## src/hdl/ssr_indir_pkg.sv

```systemverilog
// ~~~~~~~~~~~~~~~~~~~~
// Shared widths, vector types and port structs
// of the index indirection datapath
// ~~~~~~~~~~~~~~~~~~~~

package ssr_indir_pkg;

  // Memory word geometry
  localparam int unsigned DataWidth    = 64;
  localparam int unsigned WordBytes    = DataWidth / 8;
  localparam int unsigned BytecntWidth = $clog2(WordBytes);

  // Address and pointer space
  localparam int unsigned AddrWidth    = 18;
  localparam int unsigned PointerWidth = 18;

  // Index and shift-and-add settings
  localparam int unsigned IndexWidth   = 16;
  localparam int unsigned ShiftWidth   = 3;
  localparam int unsigned IdxSizeWidth = 2;

  // Words in flight plus words buffered
  localparam int unsigned IndexCredits = 3;
  localparam int unsigned CreditWidth  = 2;

  typedef logic [DataWidth-1:0]    data_t;
  typedef logic [PointerWidth-1:0] pointer_t;
  typedef logic [IndexWidth-1:0]   index_t;
  typedef logic [BytecntWidth-1:0] bytecnt_t;
  typedef logic [ShiftWidth-1:0]   shift_t;
  // Log2 of index bytes, 0 to 2 are legal
  typedef logic [IdxSizeWidth-1:0] idx_size_t;

  // Read request payload, always a whole aligned word
  typedef struct packed {
    pointer_t addr;
  } idx_req_t;

  // Read response payload
  typedef struct packed {
    data_t data;
  } idx_rsp_t;

  // Job settings, stable while a job runs
  typedef struct packed {
    pointer_t  base;
    shift_t    shift;
    idx_size_t size;
    bytecnt_t  offs_next;
  } indir_cfg_t;

  // Output payload towards the address consumer
  typedef struct packed {
    pointer_t pointer;
    logic     last;
  } mem_out_t;

endpackage

```

## src/hdl/idx_fetch.sv

```systemverilog
// ~~~~~~~~~~~~~~~~~~~~
// Index word fetcher with credit counter
// and bound offset / extra word detection
// ~~~~~~~~~~~~~~~~~~~~

module idx_fetch (
  input  logic                      clk_i,
  input  logic                      reset_i,
  input  logic                      cfg_done_i,
  input  ssr_indir_pkg::pointer_t   natit_pointer_i,
  input  logic                      natit_done_i,
  input  ssr_indir_pkg::bytecnt_t   natit_boundoffs_i,
  output logic                      natit_ready_o,
  output logic                      natit_extraword_o,
  output ssr_indir_pkg::idx_req_t   idx_req_o,
  output logic                      idx_q_valid_o,
  input  logic                      idx_q_ready_i,
  input  logic                      word_pop_i,
  output logic                      last_word_o,
  output ssr_indir_pkg::bytecnt_t   last_byteoffs_o
);

  import ssr_indir_pkg::*;

  // Credits currently in use, either in flight or buffered
  logic [CreditWidth-1:0] cred_used_d, cred_used_q;
  logic                   cred_left;
  logic                   req_hs;

  // Byte offset of the first index within its word
  bytecnt_t first_byteoffs;

  // Request handshake with memory
  assign req_hs = idx_q_valid_o & idx_q_ready_i;

  // Free credit as long as not all words are taken
  assign cred_left = (cred_used_q != CreditWidth'(IndexCredits));

  // Fetch only while a job runs and the iterator still has words
  assign idx_q_valid_o = ~cfg_done_i & ~natit_done_i & cred_left;

  // Iterator steps on every accepted request
  assign natit_ready_o = req_hs;

  // Whole aligned word, low byte bits cleared
  assign idx_req_o.addr = {natit_pointer_i[AddrWidth-1:BytecntWidth], {BytecntWidth{1'b0}}};

  // Take on request, give back on pop; both at once leave the count as is
  always_comb begin
    cred_used_d = cred_used_q;
    case ({req_hs, word_pop_i})
      2'b10:   cred_used_d = cred_used_q + 1'b1;
      2'b01:   cred_used_d = cred_used_q - 1'b1;
      default: cred_used_d = cred_used_q;
    endcase
  end

  always_ff @(posedge clk_i) begin
    if (reset_i) begin
      cred_used_q <= '0;
    end else begin
      cred_used_q <= cred_used_d;
    end
  end

  // Iterator done and only one word outstanding: that word is the last one
  assign last_word_o = natit_done_i & (cred_used_q == CreditWidth'(1));

  // Offset of the last index, carry means the bound spills into one more word
  assign first_byteoffs = natit_pointer_i[BytecntWidth-1:0];
  assign {natit_extraword_o, last_byteoffs_o} = first_byteoffs + natit_boundoffs_i;

endmodule

```

## src/hdl/idx_word_fifo.sv

```systemverilog
// ~~~~~~~~~~~~~~~~~~~~
// Circular buffer of fetched index words
// ~~~~~~~~~~~~~~~~~~~~

module idx_word_fifo (
  input  logic                      clk_i,
  input  logic                      reset_i,
  input  logic                      push_i,
  input  ssr_indir_pkg::idx_rsp_t   wdata_i,
  input  logic                      pop_i,
  output logic                      empty_o,
  output ssr_indir_pkg::data_t      head_o
);

  import ssr_indir_pkg::*;

  // Word storage, sized by the credit count so it never overflows
  data_t mem_q [IndexCredits];

  logic [CreditWidth-1:0] wr_ptr_q, rd_ptr_q;
  logic [CreditWidth-1:0] count_q;
  logic                   do_pop;

  // Pop is ignored on an empty buffer
  assign do_pop = pop_i & ~empty_o;

  // Pointer advance with wrap at the buffer depth
  function automatic logic [CreditWidth-1:0] ptr_next(input logic [CreditWidth-1:0] ptr);
    if (ptr == CreditWidth'(IndexCredits - 1)) begin
      return '0;
    end
    return ptr + 1'b1;
  endfunction

  // Payload write, no reset on storage
  always_ff @(posedge clk_i) begin
    if (push_i) begin
      mem_q[wr_ptr_q] <= wdata_i.data;
    end
  end

  always_ff @(posedge clk_i) begin
    if (reset_i) begin
      wr_ptr_q <= '0;
      rd_ptr_q <= '0;
      count_q  <= '0;
    end else begin
      if (push_i) begin
        wr_ptr_q <= ptr_next(wr_ptr_q);
      end
      if (do_pop) begin
        rd_ptr_q <= ptr_next(rd_ptr_q);
      end
      // Fill level follows push and pop
      case ({push_i, do_pop})
        2'b10:   count_q <= count_q + 1'b1;
        2'b01:   count_q <= count_q - 1'b1;
        default: count_q <= count_q;
      endcase
    end
  end

  // Registered head, a word is visible the cycle after its strobe
  assign empty_o = (count_q == '0);
  assign head_o  = mem_q[rd_ptr_q];

endmodule

```

## src/hdl/idx_serializer.sv

```systemverilog
// ~~~~~~~~~~~~~~~~~~~~
// Index serializer, last index detection
// and shift-and-add pointer output
// ~~~~~~~~~~~~~~~~~~~~

module idx_serializer (
  input  logic                       clk_i,
  input  logic                       reset_i,
  input  logic                       cfg_done_i,
  input  ssr_indir_pkg::indir_cfg_t  cfg_i,
  input  logic                       empty_i,
  input  ssr_indir_pkg::data_t       head_i,
  input  logic                       last_word_i,
  input  ssr_indir_pkg::bytecnt_t    last_byteoffs_i,
  output logic                       word_pop_o,
  output ssr_indir_pkg::mem_out_t    mem_o,
  output logic                       mem_valid_o,
  input  logic                       mem_ready_i
);

  import ssr_indir_pkg::*;

  // Byte counter within the head word
  bytecnt_t bytecnt_d, bytecnt_q;
  bytecnt_t bytecnt_incr;
  bytecnt_t bytecnt_next;
  logic     bytecnt_rovr;

  // Output transfer
  logic     mem_hs;

  // Serialized index
  data_t    ser_mask;
  data_t    ser_shifted;
  index_t   ser_idx;
  logic     at_last_offs;

  // Shift-and-add operands
  pointer_t idx_scaled;

  assign mem_hs = mem_valid_o & mem_ready_i;

  // Index size in bytes is 1, 2 or 4
  assign bytecnt_incr = bytecnt_t'(1) << cfg_i.size;
  assign bytecnt_next = bytecnt_q + bytecnt_incr;

  // Next index would start in a new word
  assign bytecnt_rovr = (bytecnt_next == '0);

  // Counter sits on the bound offset of the final word
  assign at_last_offs = (bytecnt_q == last_byteoffs_i);

  // Offs_next is loaded while idle, so a job starts at its initial offset
  always_comb begin
    bytecnt_d = bytecnt_q;
    if (cfg_done_i) begin
      bytecnt_d = cfg_i.offs_next;
    end else if (mem_hs) begin
      bytecnt_d = bytecnt_next;
    end
  end

  always_ff @(posedge clk_i) begin
    if (reset_i) begin
      bytecnt_q <= '0;
    end else begin
      bytecnt_q <= bytecnt_d;
    end
  end

  // Drop the head word after its final index went out
  assign word_pop_o = mem_hs & (last_word_i ? at_last_offs : bytecnt_rovr);

  // Bring the current byte to bit 0, then keep 8, 16 or 32 bits
  assign ser_mask    = ~({DataWidth{1'b1}} << (8 << cfg_i.size));
  assign ser_shifted = head_i >> {bytecnt_q, 3'b000};
  assign ser_idx     = index_t'(ser_shifted & ser_mask);

  // Index scaled to 8 byte elements, then by the job's extra shift
  assign idx_scaled = (pointer_t'(ser_idx) << BytecntWidth) << cfg_i.shift;

  // Valid as soon as a word is buffered
  assign mem_valid_o = ~empty_i;

  // Last flag does not depend on ready, so it holds under stall
  assign mem_o.pointer = cfg_i.base + idx_scaled;
  assign mem_o.last    = last_word_i & at_last_offs;

endmodule

```

## src/hdl/ssr_indirector.sv

```systemverilog
// ~~~~~~~~~~~~~~~~~~~~
// Indirection datapath top
// fetcher, word buffer and serializer
// ~~~~~~~~~~~~~~~~~~~~

module ssr_indirector (
  input  logic                       clk_i,
  input  logic                       reset_i,
  // Job settings
  input  ssr_indir_pkg::indir_cfg_t  cfg_i,
  input  logic                       cfg_done_i,
  // Index memory port
  output ssr_indir_pkg::idx_req_t    idx_req_o,
  output logic                       idx_q_valid_o,
  input  logic                       idx_q_ready_i,
  input  logic                       idx_p_valid_i,
  input  ssr_indir_pkg::idx_rsp_t    idx_rsp_i,
  // Natural iterator upstream
  input  ssr_indir_pkg::pointer_t    natit_pointer_i,
  input  logic                       natit_done_i,
  input  ssr_indir_pkg::bytecnt_t    natit_boundoffs_i,
  output logic                       natit_ready_o,
  output logic                       natit_extraword_o,
  // Pointer output downstream
  output ssr_indir_pkg::mem_out_t    mem_o,
  output logic                       mem_valid_o,
  input  logic                       mem_ready_i
);

  import ssr_indir_pkg::*;

  // Serializer pops words, fetcher gets the credit back
  logic     word_pop;
  logic     last_word;
  bytecnt_t last_byteoffs;

  // Buffer head towards the serializer
  logic     fifo_empty;
  data_t    fifo_head;

  // Request side
  idx_fetch i_idx_fetch (
    .clk_i             ( clk_i             ),
    .reset_i           ( reset_i           ),
    .cfg_done_i        ( cfg_done_i        ),
    .natit_pointer_i   ( natit_pointer_i   ),
    .natit_done_i      ( natit_done_i      ),
    .natit_boundoffs_i ( natit_boundoffs_i ),
    .natit_ready_o     ( natit_ready_o     ),
    .natit_extraword_o ( natit_extraword_o ),
    .idx_req_o         ( idx_req_o         ),
    .idx_q_valid_o     ( idx_q_valid_o     ),
    .idx_q_ready_i     ( idx_q_ready_i     ),
    .word_pop_i        ( word_pop          ),
    .last_word_o       ( last_word         ),
    .last_byteoffs_o   ( last_byteoffs     )
  );

  // Response strobes write straight into the buffer
  idx_word_fifo i_idx_word_fifo (
    .clk_i   ( clk_i         ),
    .reset_i ( reset_i       ),
    .push_i  ( idx_p_valid_i ),
    .wdata_i ( idx_rsp_i     ),
    .pop_i   ( word_pop      ),
    .empty_o ( fifo_empty    ),
    .head_o  ( fifo_head     )
  );

  // Output side
  idx_serializer i_idx_serializer (
    .clk_i           ( clk_i         ),
    .reset_i         ( reset_i       ),
    .cfg_done_i      ( cfg_done_i    ),
    .cfg_i           ( cfg_i         ),
    .empty_i         ( fifo_empty    ),
    .head_i          ( fifo_head     ),
    .last_word_i     ( last_word     ),
    .last_byteoffs_i ( last_byteoffs ),
    .word_pop_o      ( word_pop      ),
    .mem_o           ( mem_o         ),
    .mem_valid_o     ( mem_valid_o   ),
    .mem_ready_i     ( mem_ready_i   )
  );

endmodule

```

## config.mk

```make
export PLATFORM = sky130hd
export DESIGN_NAME = ssr_indirector
export DESIGN_NICKNAME = d
export VERILOG_FILES = /design/src/hdl/ssr_indir_pkg.sv /design/src/hdl/idx_fetch.sv /design/src/hdl/idx_word_fifo.sv /design/src/hdl/idx_serializer.sv /design/src/hdl/ssr_indirector.sv
export SDC_FILE = /design/constraint.sdc
export NUM_CORES = 1
export LEC_CHECK = 0
export ABC_AREA = 1
export BUFFER_PORTS_ARGS = -buffer_cell sky130_fd_sc_hd__buf_2
export CELL_PAD_IN_SITES_DETAIL_PLACEMENT = 1
export CELL_PAD_IN_SITES_GLOBAL_PLACEMENT = 1
export CORE_MARGIN = 4
export CORE_UTILIZATION = 25
export CTS_CLUSTER_DIAMETER = 200
export DETAILED_ROUTE_END_ITERATION = 16
export GPL_TIMING_DRIVEN = 0
export PLACE_DENSITY_LB_ADDON = 0.05
export SETUP_SLACK_MARGIN = 0.02
export SLEW_MARGIN = 20
export SYNTH_ARGS = -nofsm -noshare
export SYNTH_HDL_FRONTEND = slang
export SYNTH_SLANG_ARGS = --single-unit
```

## constraint.sdc

```tcl
create_clock -name clk_i -period 13 [get_ports clk_i]
set_input_delay 1.95 -clock clk_i [delete_from_list [all_inputs] [get_ports clk_i]]
set_output_delay 1.95 -clock clk_i [all_outputs]
set_load 0.02 [all_outputs]
```

-- Word level (Yosys, flattened, before mapping)
Memories as Yosys holds them, arrays and structs flattened. A register that Yosys moved wholly into a read port is not among the register bits.
Cells that the tools add are included.
- bits in registers: 11
- RAM bits: 192
- word-level logic and storage cells: 66
- memories kept: 1
- $add $sub $neg: 9
- equality and inequality tests: 9
- shift operators: 5
- multiplexer cells: 19
- bitwise logic cells: 13
- reduce and logical (&&, ||, !) cells: 5
- memory list (name ; depth ; width ; rd ports ; clocked after memory_dff ; write ports ; RTL line ; RTL):
    i_idx_word_fifo.mem_q ; 3 ; 64 ; 1 ; 1 ; 1 ; idx_word_fifo.sv:18 ; data_t mem_q [IndexCredits];
- operators with widths (operator ; count):
    $shl A64 B32 Y15 const A ; 1
    $shr A64 B6 Y15 ; 1
    $shl A4 B2 Y32 const A ; 1
    $add A18 B18 Y18 ; 1
    $shl A18 B3 Y18 ; 1
    $and A15 B15 Y15 ; 1
    $not A15 Y15 ; 1
    $mux W2 ; 6
    $mux W1 ; 9
    $add A2 B1 Y2 const B ; 4
    $and A1 B1 Y1 ; 8
    $eq A2 B2 Y1 const B ; 4
    $pmux W2 S2 ; 2
    $eq A2 B1 Y1 const B ; 3
    $mux W3 ; 2
    $reduce_bool A2 Y1 ; 3
    $add A3 B3 Y4 ; 1
    $sub A2 B1 Y2 const B ; 2
    $add A3 B3 Y3 ; 1
    $eq A3 B3 Y1 ; 1
    $logic_not A3 Y1 ; 1
    $not A1 Y1 ; 3
    $shl A1 B2 Y3 const A ; 1
    $logic_not A2 Y1 ; 1
    $ne A2 B2 Y1 const B ; 1

-- Logic depth before layout (Yosys ltp)
- depth in word-level cells: 11
- depth in mapped cells: 23
- depth with buffers taken out: 22

-- Cells and area by module
A second synthesis with hierarchy kept.
- cell total of the unflattened synthesis: 1082
- area, all modules: 11014.3 sq um
- modules (own cells, without submodules) (module ; times used ; cells an instance ; area an instance (sq um)):
    idx_word_fifo ; 1 ; 524 ; 7952.6
    idx_serializer ; 1 ; 505 ; 2670.1
    idx_fetch ; 1 ; 53 ; 391.6

-- Worst setup path before layout
Ideal clock, no wire load.
- kind: input to register
- from: input port idx_p_valid_i
- to: memory i_idx_word_fifo.mem_q[0][0] in the netlist's numbering, enable pin
- library setup time: 0.567 ns
- arrival: 6.415 ns
- data required time: 12.433 ns
- setup slack: 6.017 ns
- stages: 2
- path through: inv_1 -> nor3_1
- word-level cells in the longest chain between the ends: 2
- ends and longest elaborated chain (element ; RTL line ; RTL):
    start, declared ; ssr_indirector.sv:16 ; input logic idx_p_valid_i,
    $mux W1 ; idx_word_fifo.sv:37 ; if (push_i) begin
    $mux W1 (not written as such) ; idx_word_fifo.sv:38 ; mem_q[wr_ptr_q] <= wdata_i.data;
    end, declared ; idx_word_fifo.sv:18 ;
No other way between the ends.

==> results.yml <==
placed_design:
  place_area_mm2: 0.01207
  port_buffers: 135
  place_inst: 1756
  hpwl_um: 27990
  gp_congestion: 0.8275
synth:
  ys_seq_area_share_pct: 57.24
  synth_warnings: 0
  netlist_area_mm2: 0.01053
  synth.distinct_cells: 41
  ys_ff_latch: 205
  postSynthCellCount: 1068
  syn_area_per_cell_um2: 9.857
drt:
  postRouteAntennaNets: 0
  dr_wl_met2_um: 17270
  drc: 0
  num_vias: 8308
  drt_iter0_markers: 358
  via_per_inst: 4.613
  topRoutingLayerUsed: "met4"
  drt-met1-wl_um: 17430
  routedWlPerCell_um: 20.58
  wirelength_um: 37060
  wl_met3_um: 1401
  firstDrtPassIters: 5
global_routing:
  grt_pass1_vias: 8761
  antenna_found_initial: 0
  grt_overflow_total: 0
  grt_usage_pct: 16.16
  grt_max_degree: 44
  grt_pass1_wl_um: 55270
setup_path:
  r2r_start: "i_idx_serializer.bytecnt_q[1]$_SDFFE_PP0P_"
  critPathKind: "in -> out"
  critPathMaxFanout: 10
  critPathRequiredTime_ns: 11.05
  start_kind: "input port"
  ff2ff_setup_slack_ns: 10.21
  critPathArrivalTime_ns: 5.27
  r2r_end: "i_idx_word_fifo.count_q[1]$_SDFFE_PP0P_"
  rr_worst_depth: 15
  crit_path_end_kind: "output port"
job:
  cap_violations: 0
final_layout:
  final_cells: 1801
  syn2layout_area_growth_pct: 21.80
  drive_above_1_share_pct: 22.62
  fin_nets: 1394
  diodes: 0
  finalInstanceArea_mm2: 0.01282
  fillers: 4701
power_and_ir_drop:
  power_density_mw_per_mm2: 138.1
  p_leak_nw: 5.297
  power_mw: 1.770
  vdd_drop_max_uv: 112.0
run_status:
  status: "finished, final reports clean"
clock_tree:
  holdBufCountCts: 0
  cts_tree: "yes"
  clkTransAtPathRegs_ns: 0.06
  cts-root-buf: "clkbuf_16"
  cts.sinks: 205
  insertion_delay_ns: 0.53
  numCtsBuffers: 25
  clockBufferDepth: 3
  cts_resized: 0
  h-tree-depth: 1
  postCtsSetupRepairBufs: 0
sta:
  skew_ns: 0.02407
  post-route-min-period_ns: 7.220
  tns_ns: 0
  worst_pin_slew_ns: 0.9251
  slew_violations: 0
  finalHoldViolCount: 0
  worst_hold_slack_ns: 0.4984
  rsz0062_at_grt: "no"
  period_share_pct: 55.54
  fmax_mhz: 138.5
  setup_viol: 0
  relSlewSlack_pct: 38.33
floorplan:
  coreArea_mm2: 0.04120
  dieArea_mm2: 0.04546
  rows: 74
  die_y_um: 213.2
  start_util_pct: 25.55
  ios: 159
  die_w_um: 213.2
worst_hold_path:
  hold_path_class: "reg -> reg"
  min-delay-start: "i_idx_word_fifo.count_q[1]$_SDFFE_PP0P_"
  holdPathStages: 2
  hold_path_end: "i_idx_word_fifo.count_q[1]$_SDFFE_PP0P_"
layout by cell type (no fill, tap or decap), drive strengths merged, types with 5 or more instances in the layout:
master,Yosys,layout
nand4,12,12
clkinv,1,13
ha,22,22
o21ai,31,31
o2111ai,9,9
a31oi,6,6
nand2,291,291
a21oi,29,29
buf,70,224
xor2,13,13
or2,49,49
edfxtp,192,192
clkbuf,5,34
dfxtp,13,13
o211ai,5,5
nor2,46,46
xnor2,7,7
nand3,207,207
inv,46,47
nor3,6,6
through the flow:
step	utilization, %	worst slack (ns)
floorplan	-	6.017
global placement	28.82	1.528
detailed placement	29.30	5.728
CTS	31.12	5.746
global route	31.12	5.361
finish	31.12	5.780
worst max-delay path, stage by stage:
cell and delay, ns:
clkbuf_1 0.17, inv_1 0.12, buf_2 0.23, buf_1 0.42, nand2_1 0.14, nand3_1 0.10
nand2_1 0.09, nor2_1 0.13, ha_1 0.30, a21oi_1 0.16, nand2_1 0.09, a21o_1 0.17
a21oi_1 0.26, o21ai_1 0.13, a21boi_0 0.33, o21ai_1 0.12, xor2_1 0.15, buf_2 0.19
report_power, final:
group          leakage, nW  internal (mW)  total (mW)  switching, mW
sequential            1.88          0.754       0.762        0.00794
clock                0.360          0.371       0.638          0.268
combinational         3.06          0.123       0.370          0.247
total                 5.30           1.25        1.77          0.523
how the worst max path moves through the flow:
stage	cells after the start	startpoint	endpoint	slack, ns
CTS	18	cfg_i[5]	mem_o[15]	5.75
global placement	3	idx_p_valid_i	i_idx_word_fifo.mem_q[0][8]$_DFFE_PP_	1.53
floorplan	2	idx_p_valid_i	i_idx_word_fifo.mem_q[0][0]$_DFFE_PP_	6.02
detailed placement	18	cfg_i[5]	mem_o[15]	5.73
finish	18	cfg_i[5]	mem_o[15]	5.78
global route	18	cfg_i[5]	mem_o[15]	5.36
layout make-up:
| type | count | area (um^2) | area share [%] |
|---|---|---|---|
| Clock inverter | 16 | 107.6 | 0.8392 |
| Timing Repair Buffer | 154 | 860.8 | 6.714 |
| Clock buffer | 29 | 640.6 | 4.996 |
| Tap cell | 532 | 665.6 | 5.191 |
| Multi-Input combinational cell | 743 | 3801 | 29.64 |
| Sequential cell | 205 | 6026 | 46.99 |
| Inverter | 47 | 181.4 | 1.415 |
| Buffer | 75 | 539.3 | 4.206 |
Yosys cell counts (all sizes together):
cell | number | area, um^2
o211ai | 5 | 42.54
ha | 22 | 275.3
a211oi | 1 | 7.510
o21ai | 31 | 162.7
nand4 | 12 | 81.33
inv | 46 | 175.2
edfxtp | 192 | 5766
a21boi | 1 | 7.510
nor3b | 1 | 7.510
dfxtp | 13 | 260.3
or2 | 49 | 306.5
xnor2 | 7 | 61.31
conb | 1 | 3.750
a21o | 1 | 7.510
xor2 | 13 | 113.9
nor2 | 46 | 180.2
a31oi | 6 | 37.54
fa | 3 | 60.06
clkinv | 1 | 3.750
nand2 | 291 | 1100
o2111ai | 9 | 97.59
a21oi | 29 | 145.1
nand3 | 207 | 1056
buf | 70 | 520.5
clkbuf | 5 | 18.77
nor3 | 6 | 30.03
routing by layer:
metal | GRT usage [%] | up-vias
met5 | 0 | -
met4 | 4.237 | 0
met3 | 1.954 | 50
met2 | 26.68 | 156
met1 | 22.64 | 4055
li1 | - | 4047
state kept, by name (all words and copies together) (netlist names), named ones only:
register / cells
i_idx_word_fifo.mem_q: 192
i_idx_serializer.bytecnt_q: 3
i_idx_fetch.cred_used_q: 2
i_idx_word_fifo.count_q: 2
i_idx_word_fifo.rd_ptr_q: 2
i_idx_word_fifo.wr_ptr_q: 2
cell families (layout without fill, tap and decap cells):
family	count (synthesis)	in the layout	synth area share, %
AO/OA/AOI/OAI	83	83	4.825
XOR/XNOR	20	20	1.664
adder cells (fa/ha/maj)	25	25	3.185
buffers and inverters	122	321	6.822
flip-flops	205	205	57.24
AND/OR/NAND/NOR	612	612	26.23
other	1	3	0.03562
Note: power is estimated with default switching activity, not from simulation.
